<file path="config.mk">
export PLATFORM = sky130hd
export DESIGN_NAME = llrf_slow_shell
export DESIGN_NICKNAME = d
export VERILOG_FILES = /design/src/verilog/llrf_slow_pkg.sv /design/src/verilog/adc_minmax.sv /design/src/verilog/timestamp_chain.sv /design/src/verilog/slow_readout.sv /design/src/verilog/llrf_slow_shell.sv
export SDC_FILE = /design/constraint.sdc
export NUM_CORES = 1
export LEC_CHECK = 0
export BUFFER_PORTS_ARGS = -buffer_cell sky130_fd_sc_hd__buf_2
export CAP_MARGIN = 5
export CORE_MARGIN = 3
export CORE_UTILIZATION = 35
export CTS_CLUSTER_DIAMETER = 100
export DETAILED_ROUTE_END_ITERATION = 12
export GPL_ROUTABILITY_DRIVEN = 0
export PLACE_DENSITY = 0.52
export REMOVE_ABC_BUFFERS = 1
export SKIP_LAST_GASP = 1
export SYNTH_ARGS = -nofsm -noshare
export SYNTH_HDL_FRONTEND = slang
export SYNTH_HIERARCHICAL = 1
export SYNTH_SLANG_ARGS = --single-unit
</file>
<file path="constraint.sdc">
create_clock -name clk -period 3.09 [get_ports clk]
set_input_delay 0.618 -clock clk [delete_from_list [all_inputs] [get_ports clk]]
set_output_delay 0.618 -clock clk [all_outputs]
set_load 0.05 [all_outputs]
</file>
<file path="src/verilog/llrf_slow_pkg.sv">
`default_nettype none

package llrf_slow_pkg;

	// Raw ADC sample width, also used for the min/max words
	localparam int sample_w = 16;

	// Controller tag, copied into the snapshot twice (now and old)
	localparam int tag_w = 8;

	// Comparator event vector from the controller
	localparam int event_w = 12;

	// Sticky status word, events zero-extended up to a full 16 bits
	localparam int status_w = 16;

	// Free-running cycle counter
	localparam int stamp_w = 64;

	// Narrow slow readout path
	localparam int byte_w = 8;

	// Six min/max words, status, tag_now and tag_old
	localparam int snap_bytes = 16;

	// Timestamp bytes that trail the snapshot on the chain
	localparam int stamp_bytes = 8;

	typedef logic signed [sample_w-1:0] adc_sample_t;
	typedef logic [tag_w-1:0] tag_t;
	typedef logic [event_w-1:0] event_t;
	typedef logic [status_w-1:0] status_t;
	typedef logic [stamp_w-1:0] stamp_t;
	typedef logic [byte_w-1:0] slow_byte_t;

endpackage

`default_nettype wire

</file>
<file path="src/verilog/adc_minmax.sv">
`default_nettype none

// Running signed min/max of one raw ADC stream
// The snapshot strobe restarts both trackers from the current sample
module adc_minmax (
	input wire logic clk,
	input wire logic rst,
	input wire logic snap,
	input wire llrf_slow_pkg::adc_sample_t xin,
	output llrf_slow_pkg::adc_sample_t xmin,
	output llrf_slow_pkg::adc_sample_t xmax
);

	import llrf_slow_pkg::*;

	// Empty-tracker values: min starts at the top of the range,
	// max starts at the bottom, so the first sample wins both
	localparam adc_sample_t min_empty = adc_sample_t'({1'b0, {(sample_w-1){1'b1}}});
	localparam adc_sample_t max_empty = adc_sample_t'({1'b1, {(sample_w-1){1'b0}}});

	// Signed compares against the held extremes
	logic below;
	logic above;

	assign below = xin < xmin;
	assign above = xin > xmax;

	always_ff @(posedge clk) begin
		if (rst) begin
			xmin <= min_empty;
			xmax <= max_empty;
		end else if (snap) begin
			// New window starts with this cycle's sample
			xmin <= xin;
			xmax <= xin;
		end else begin
			if (below) begin
				xmin <= xin;
			end
			if (above) begin
				xmax <= xin;
			end
		end
	end

	// A fresh window holds exactly one sample, so the extremes agree
	assert property (@(posedge clk) disable iff (rst)
		snap |=> (xmin == xmax))
		else $error("adc_minmax: xmin and xmax differ right after snapshot");

endmodule

`default_nettype wire

</file>
<file path="src/verilog/timestamp_chain.sv">
`default_nettype none

// Free-running cycle counter plus a byte-wide capture/shift register
// Captured on snapshot, then fed up the slow chain behind the snapshot bytes
module timestamp_chain (
	input wire logic clk,
	input wire logic rst,
	input wire logic snap,
	input wire logic shift,
	output wire llrf_slow_pkg::slow_byte_t stamp_byte
);

	import llrf_slow_pkg::*;

	// Cycle count since reset, zero in the first cycle after rst
	stamp_t count;

	// Byte-addressed capture register, top byte leaves first
	logic [stamp_bytes-1:0][byte_w-1:0] stamp_sr;

	always_ff @(posedge clk) begin
		if (rst) begin
			count <= '0;
		end else begin
			count <= count + stamp_t'(1);
		end
	end

	always_ff @(posedge clk) begin
		if (rst) begin
			stamp_sr <= '0;
		end else if (snap) begin
			// Counter value at the snap cycle itself
			stamp_sr <= count;
		end else if (shift) begin
			// Move up one byte, zeros trail the last timestamp byte
			stamp_sr <= {stamp_sr[stamp_bytes-2:0], slow_byte_t'(0)};
		end
	end

	// Most significant byte goes out first
	assign stamp_byte = stamp_sr[stamp_bytes-1];

	// Outside reset the counter steps by exactly one each cycle
	assert property (@(posedge clk) disable iff (rst)
		!$past(rst) |-> (count == stamp_t'($past(count) + stamp_t'(1))))
		else $error("timestamp_chain: cycle counter skipped");

endmodule

`default_nettype wire

</file>
<file path="src/verilog/slow_readout.sv">
`default_nettype none

// Slow readout register for the controller shell
// Holds the sticky comparator status, the previous tag and the
// 16-byte snapshot shift register whose top byte drives slow_out
module slow_readout (
	input wire logic clk,
	input wire logic rst,
	input wire logic snap,
	input wire logic shift,
	input wire llrf_slow_pkg::adc_sample_t adc1_min,
	input wire llrf_slow_pkg::adc_sample_t adc1_max,
	input wire llrf_slow_pkg::adc_sample_t adc2_min,
	input wire llrf_slow_pkg::adc_sample_t adc2_max,
	input wire llrf_slow_pkg::adc_sample_t adc3_min,
	input wire llrf_slow_pkg::adc_sample_t adc3_max,
	input wire llrf_slow_pkg::event_t cmp_event,
	input wire llrf_slow_pkg::tag_t tag_now,
	input wire llrf_slow_pkg::slow_byte_t stamp_byte,
	output wire llrf_slow_pkg::slow_byte_t slow_out
);

	import llrf_slow_pkg::*;

	// Sticky latch of comparator events since the last snapshot
	status_t status;

	// Tag as it stood at the previous snapshot
	tag_t tag_old;

	// Events padded out to the status width
	status_t event_ext;

	// Parallel load image for the snapshot register
	logic [snap_bytes*byte_w-1:0] snap_data;

	// Snapshot register, one entry per byte, top entry leaves first
	logic [snap_bytes-1:0][byte_w-1:0] snap_sr;

	assign event_ext = {{(status_w-event_w){1'b0}}, cmp_event};

	// Top byte first: min/max pairs, status, then the two tags
	assign snap_data = {
		adc1_min, adc1_max,
		adc2_min, adc2_max,
		adc3_min, adc3_max,
		status, tag_now, tag_old
	};

	// Status restarts with this cycle's events on snap,
	// so events seen in the snap cycle land in the next snapshot
	always_ff @(posedge clk) begin
		if (rst) begin
			status <= '0;
		end else if (snap) begin
			status <= event_ext;
		end else begin
			status <= status | event_ext;
		end
	end

	// tag_now at one snapshot becomes tag_old at the next
	always_ff @(posedge clk) begin
		if (rst) begin
			tag_old <= '0;
		end else if (snap) begin
			tag_old <= tag_now;
		end
	end

	always_ff @(posedge clk) begin
		if (rst) begin
			snap_sr <= '0;
		end else if (snap) begin
			snap_sr <= snap_data;
		end else if (shift) begin
			// Timestamp bytes enter at the bottom behind the snapshot
			snap_sr <= {snap_sr[snap_bytes-2:0], stamp_byte};
		end
	end

	assign slow_out = snap_sr[snap_bytes-1];

	// Load and shift come from one slow_op, decoded in the shell
	assert property (@(posedge clk) disable iff (rst)
		!(snap && shift))
		else $error("slow_readout: snap and shift asserted together");

endmodule

`default_nettype wire

</file>
<file path="src/verilog/llrf_slow_shell.sv">
`default_nettype none

// Slow readout side of the LLRF controller shell
// Three ADC min/max trackers, a timestamp chain and the snapshot
// register, all read out byte-serially through slow_out
module llrf_slow_shell (
	input wire logic clk,
	input wire logic rst,
	input wire llrf_slow_pkg::adc_sample_t a_field,
	input wire llrf_slow_pkg::adc_sample_t a_forward,
	input wire llrf_slow_pkg::adc_sample_t a_reflect,
	input wire llrf_slow_pkg::tag_t tag_now,
	input wire llrf_slow_pkg::event_t cmp_event,
	input wire logic slow_op,
	input wire logic slow_snap,
	output wire llrf_slow_pkg::slow_byte_t slow_out
);

	import llrf_slow_pkg::*;

	// Readout strobes: slow_op qualifies everything,
	// slow_snap picks load over shift
	logic snap;
	logic shift;

	// Tracker outputs toward the readout register
	adc_sample_t adc1_min;
	adc_sample_t adc1_max;
	adc_sample_t adc2_min;
	adc_sample_t adc2_max;
	adc_sample_t adc3_min;
	adc_sample_t adc3_max;

	// Timestamp byte feeding the bottom of the snapshot register
	slow_byte_t stamp_byte;

	assign snap = slow_op & slow_snap;
	assign shift = slow_op & ~slow_snap;

	// Field probe
	adc_minmax mm_field (
		.clk(clk),
		.rst(rst),
		.snap(snap),
		.xin(a_field),
		.xmin(adc1_min),
		.xmax(adc1_max)
	);

	// Forward power
	adc_minmax mm_forward (
		.clk(clk),
		.rst(rst),
		.snap(snap),
		.xin(a_forward),
		.xmin(adc2_min),
		.xmax(adc2_max)
	);

	// Reflected power
	adc_minmax mm_reflect (
		.clk(clk),
		.rst(rst),
		.snap(snap),
		.xin(a_reflect),
		.xmin(adc3_min),
		.xmax(adc3_max)
	);

	timestamp_chain timestamp_chain_inst (
		.clk(clk),
		.rst(rst),
		.snap(snap),
		.shift(shift),
		.stamp_byte(stamp_byte)
	);

	slow_readout slow_readout_inst (
		.clk(clk),
		.rst(rst),
		.snap(snap),
		.shift(shift),
		.adc1_min(adc1_min),
		.adc1_max(adc1_max),
		.adc2_min(adc2_min),
		.adc2_max(adc2_max),
		.adc3_min(adc3_min),
		.adc3_max(adc3_max),
		.cmp_event(cmp_event),
		.tag_now(tag_now),
		.stamp_byte(stamp_byte),
		.slow_out(slow_out)
	);

endmodule

`default_nettype wire

</file>
== Word level (Yosys, flattened, before mapping) ==
Cells that the tools add are included.

* Flip-flop bits (word level): 376
* Output and inout port bits: 8
* Logic and storage cells: 70

* Add/subtract/negate cells: 1
* Order comparisons: 6
* Mux-type cells: 17
* Bitwise gates (word level): 4
* Reductions and logical operators: 8

{| class="wikitable"
|+ Operator list
! operator !! count
|-
| $mux W128 || 2
|-
| $mux W16 || 12
|-
| $mux W64 || 2
|-
| $add A64 B1 Y64 const B || 1
|-
| $gt A16 B16 Y1 || 3
|-
| $lt A16 B16 Y1 || 3
|-
| $or A16 B12 Y16 || 1
|-
| $reduce_bool A2 Y1 || 7
|-
| $mux W12 || 1
|-
| $and A1 B1 Y1 || 2
|-
| $reduce_or A2 Y1 || 1
|-
| $not A1 Y1 || 1
|}

== Logic depth before layout (Yosys ltp) ==
* Word-level depth: 4
* Depth in mapped cells: 10

== Cells and area by module ==
Netlist, hierarchy kept.

{| class="wikitable"
|+ By module, submodules not included
! module !! instances !! cells an instance !! area each (um^2)
|-
| slow_readout || 1 || 648 || 7383.3
|-
| timestamp_chain || 1 || 710 || 5891.9
|-
| adc_minmax at mm_field ... || 2 || 247 || 2209.6
|-
| adc_minmax at mm_reflect || 1 || 245 || 2203.4
|-
| llrf_slow_shell || 1 || 2 || 16.3
|}

== Worst setup path after synthesis ==
No wires, ideal clock.

* Path kind: input port to flip-flop
* Start: input a_field[15]
* End: register mm_field.xmin[0]
* Library setup time: 120 ps
* Arrival time: 2521 ps
* Data required time: 2970 ps
* Slack: 450 ps
* Cell stages on the path: 9
* Path through: ha_1 -> nand4_2 -> o31a_1 -> nor2b_4 -> a41o_4 -> or2_1 -> buf_6 -> buf_6 -> a211o_1

* Word-level cells in the longest chain between the ends: 2

{| class="wikitable"
|+ RTL lines
! what !! line !! text
|-
| start: declaration || llrf_slow_shell.sv:9 || <nowiki>input wire llrf_slow_pkg::adc_sample_t a_field,</nowiki>
|-
| $lt A16 B16 Y1 || adc_minmax.sv:25 || <nowiki>assign below = xin < xmin;</nowiki>
|-
| $reduce_bool A2 Y1 (no source line) || -- ||
|-
| end signal: assignment || adc_minmax.sv:30 || <nowiki>xmin <= min_empty;</nowiki>
|-
| end signal: assignment || adc_minmax.sv:34 || <nowiki>xmin <= xin;</nowiki>
|-
| end signal: assignment || adc_minmax.sv:38 || <nowiki>xmin <= xin;</nowiki>
|-
| end: declaration || adc_minmax.sv:10 || <nowiki>output llrf_slow_pkg::adc_sample_t xmin,</nowiki>
|}

No other way between the ends.
A chain may end at the register's enable or synchronous reset.

== Worst setup path in the final report ==
* Start: register timestamp_chain_inst.count[0]
* End: register timestamp_chain_inst.count[62]

* Word-level cells in the longest chain between the ends: 1

{| class="wikitable"
|+ RTL lines
! what !! line !! text
|-
| start: declaration || timestamp_chain.sv:16 || <nowiki>stamp_t count;</nowiki>
|-
| start signal: assignment || timestamp_chain.sv:25 || <nowiki>count <= count + stamp_t'(1);</nowiki>
|-
| $add A64 B1 Y64 || timestamp_chain.sv:25 ||
|}

No other way between the ends.

==> impl_results.md <==
- Mean area per synthesized cell: 9.49 um2
- Vias in the first global route: 14400
- Critical Path RT: 3.57 ns
- Worst reg2reg endpoint: timestamp_chain_inst/count[62]$_SDFF_PP0_
- Fin util: 39.8%
- Most area-hungry cell type in the Yosys netlist: sky130_fd_sc_hd__dfxtp_1
- Post-Syn Area: 19900 um2
- Reg2Reg Setup Slack: 0.20 ns
- Number of optimization iterations in the first detailed-route pass: 5
- Number of synthesized flops with an enable pin: 0
- Number of rows created at floorplan: 86
- Layout Skew: 0.0194 ns
- Reg2Reg Depth: 6
- CP max stage delay: 0.73 ns
- Wire per inst: 16.6 um
- Total number of yosys warnings: 6
- Transition time at the pin with the least slew margin: 0.679 ns
- Number of buffers created by CTS: 43
- Maximum root-to-sink buffer count: 3
- ANT nets after route: 0
- Number of buffers inserted by hold repair at cts: 0
- Via count of the routed design: 14700
- Top cells by area in the synthesized netlist: sky130_fd_sc_hd__dfxtp_1 (37%), sky130_fd_sc_hd__mux2i_1 (12%), sky130_fd_sc_hd__a211oi_2 (7.3%)
- Total negative slack for setup checks: 0 ns
- I/O pin count: 80
- Global-route met3 utilization: 2.21%
- Hold Path Cell Cnt: 3
- Share of the synthesized area in the top cell type: 37.4%
- Met2 track demand over resource: 26.4%
- Number of antenna violations at the first check in global routing: 0
- Crit Reg-Reg Startpoint: timestamp_chain_inst/count[0]$_SDFF_PP0_
- Crit path launch type: register
- Aggregate global-route resource usage: 15.9%
- Number of inserted diodes: 0
- Worst-case setup margin in the final layout: 0.200 ns
- Largest net degree at the start of global routing: 145
- Initial Util: 35.7%
- Maximum frequency from static timing analysis: 346 MHz
- Setup repair after global routing missed its margin: no
- Final cycle utilization of the critical path: 93.5%
- Critical-path cell list: ha_1, inv_1, or4_1, or4_1, or4_1, a21oi_1
- Synth cell types: 68
- Post-synthesis sequential element count: 372
- Tightest slew margin relative to the limit: 54.7%
- Final #Nets: 2290
- Residual DRC count: 0
- Worst-path cell with the longest stage delay: sky130_fd_sc_hd__or4_1
- Worst-case hold path end point: slow_readout_inst/status[9]$_SDFF_PP0_
- Portion of the post-synthesis area used by sequential elements: 37.4%
- Pins over their slew limit: 0
- Overall overflow remaining after global route: 0
- Area overhead of the layout relative to synthesis: 11.5%
- Count of buffers from port buffering: 79
- Run status: finished clean
- Share of flip-flops with an asynchronous set or reset after synthesis: 0%
- Routing layer with the top usage in global route: met2
- Worst slack, placed: 0.0272 ns
- Largest voltage drop on the vdd net: 0.336 mV
- Total setup violations reported at the end of the flow: 0
- CTS tree: yes
- Overall power after layout: 12.4 mW
- Vias per inst: 5.08
- Total buffers and inverters traversed by the critical path: 1
- Post-route minimum period: 2.89 ns
- Clock-pin slew on the worst setup and hold paths: 0.06 ns
- Number of placed instances, taps included: 2827
- Endpoint arrival time on the critical path: 3.37 ns
- Most used cells in the layout excluding fill and tap cells: sky130_fd_sc_hd__dfxtp_1 (372), sky130_fd_sc_hd__mux2i_1 (232), sky130_fd_sc_hd__nor2_1 (168)
- Final hold vios: 0
- Crit end category: register
- TritonCTS Sinks: 372
- Most common cell after layout, fill and taps aside: sky130_fd_sc_hd__dfxtp_1
- Critical path type: register to register
- Drt total wl: 48.1 mm
- Floorplan die height: 245 um
- Met1 global-route usage: 21.4%
- Synthesized instance count: 2099
- Worst min path class: primary input to register
- Number of DRC markers after the initial detailed-route iteration: 782
- Clock insertion delay at the later pin of the skew report: 0.56 ns
- Leakage power: 8.60 nW
- Hold Crit Start: cmp_event[9]
- Layout Cells excl Fill: 2903
- Fraction of final layout cells sized beyond drive strength 1: 16.1%
- Global-route wire length before repair: 77.8 mm
- Max FO, Critical Path: 11
- Setup Buffers After CTS: 0
- Clock tree root driver cell: sky130_fd_sc_hd__clkbuf_16
- Number of fill cells: 5634
- Die ar.: 59800 um2
- Post-detail-place hpwl: 33.7 mm
- Leading register cell type out of synthesis: sky130_fd_sc_hd__dfxtp_1
- Power per cell area: 561 nW/um2
- Core footprint: 55700 um2
- H-tree lvl count: 2
- Die boundary width: 245 um
- Library cell appearing most often on the critical path: sky130_fd_sc_hd__or4_1
- Number of max-cap violations: 0
- Resize count post-CTS: 0
- Critical path's top delay family: simple AND/OR/NAND/NOR gates
## sequential cells by signal (all words and copies together), names as in the netlist
register                         cells
mm_forward/xmax                     16
slow_readout_inst/status            12
slow_readout_inst/tag_old            8
mm_forward/xmin                     16
mm_field/xmin                       16
timestamp_chain_inst/stamp_byte      8
mm_field/xmax                       16
slow_readout_inst/snap_sr          120
timestamp_chain_inst/stamp_sr       56
mm_reflect/xmin                     16
slow_readout_inst/slow_out           8
mm_reflect/xmax                     16
timestamp_chain_inst/count          64
## logic make-up (layout without fill, tap and decap cells)
kind of cell,after synthesis,after routing,synth area share [%]
xor+xnor,37,37,1.63
compound gates,395,395,16.6
buf+inv,284,340,7.36
fa+ha+maj,94,94,5.91
simple gates,682,682,19.2
flops,372,372,37.4
mux,235,235,11.9
## cells in the mapped netlist, types with 17 or more instances
cell type / n
sky130_fd_sc_hd__dfxtp_1: 372
sky130_fd_sc_hd__mux2i_1: 232
sky130_fd_sc_hd__nor2_1: 168
sky130_fd_sc_hd__nor2b_1: 139
sky130_fd_sc_hd__inv_1: 130
sky130_fd_sc_hd__a21oi_1: 128
sky130_fd_sc_hd__a211oi_2: 116
sky130_fd_sc_hd__nand2b_1: 102
sky130_fd_sc_hd__ha_1: 94
sky130_fd_sc_hd__clkbuf_1: 68
sky130_fd_sc_hd__nor3_1: 54
sky130_fd_sc_hd__a211o_1: 47
sky130_fd_sc_hd__nand2_1: 41
sky130_fd_sc_hd__nand4_1: 35
sky130_fd_sc_hd__buf_2: 34
sky130_fd_sc_hd__nand3_1: 31
sky130_fd_sc_hd__o21ai_0: 28
sky130_fd_sc_hd__or3_1: 21
sky130_fd_sc_hd__a211oi_1: 20
sky130_fd_sc_hd__and4_1: 20
sky130_fd_sc_hd__xnor2_1: 20
sky130_fd_sc_hd__buf_4: 17
sky130_fd_sc_hd__xor2_1: 17
## routing by layer
metal	vias to the layer above	share of wire [%]
li1	7449	-
met1	7054	48
met2	174	47
met3	66	2.9
met4	0	2.2
met5	-	0
## how the worst max path moves through the flow
stage                                             start                                    endpoint  slack [ns]  cells past startpoint
5_1_grt        timestamp_chain_inst/count[0]$_SDFF_PP0_   timestamp_chain_inst/count[62]$_SDFF_PP0_        0.03                      6
2_1_floorplan                                   slow_op  slow_readout_inst/slow_out[7]$_SDFFE_PP0P_       -2.64                      3
3_5_place_dp                                a_field[15]               mm_field/xmin[8]$_SDFFE_PP1P_        0.03                      8
3_3_place_gp                                 a_field[7]              mm_field/xmax[11]$_SDFFE_PP0P_        0.16                      8
4_1_cts        timestamp_chain_inst/count[0]$_SDFF_PP0_   timestamp_chain_inst/count[62]$_SDFF_PP0_        0.21                      6
6_report       timestamp_chain_inst/count[0]$_SDFF_PP0_   timestamp_chain_inst/count[62]$_SDFF_PP0_        0.20                      6
## layout make-up
type / instances / area [um2] / area share (%)
multi-input cells: 1443 / 11000 / 49.6
clock buffers: 71 / 1330 / 6.00
inverters: 131 / 497 / 2.24
repair buffers: 133 / 936 / 4.22
clock inverters: 5 / 53.8 / 0.242
well taps: 748 / 936 / 4.22
flip-flops and latches: 372 / 7450 / 33.5
## stage by stage
| step | area [um2] | hold slack [ns] |
|---|---|---|
| final | 22200 | 0.282 |
| after global placement | 20800 | 0.460 |
| after detailed placement | 20800 | 0.468 |
| after CTS | 22200 | 0.238 |
| after floorplan | 18900 | 0.441 |
| after global routing | 22200 | 0.271 |
## worst register-to-register path: stages (launching register included)
cell,delay [ns]
sky130_fd_sc_hd__dfxtp_1,0.40
sky130_fd_sc_hd__ha_1,0.31
sky130_fd_sc_hd__inv_1,0.08
sky130_fd_sc_hd__or4_1,0.62
sky130_fd_sc_hd__or4_1,0.73
sky130_fd_sc_hd__or4_1,0.52
sky130_fd_sc_hd__a21oi_1,0.14
## power breakdown
group	leakage, nW	internal [mW]	total (mW)	switching (mW)
clock	0.683	3.00	5.03	2.03
combinational	4.87	0.875	2.04	1.16
sequential	3.05	5.13	5.38	0.244
total	8.60	9.01	12.4	3.44
Power figures use the tool's default switching activity.
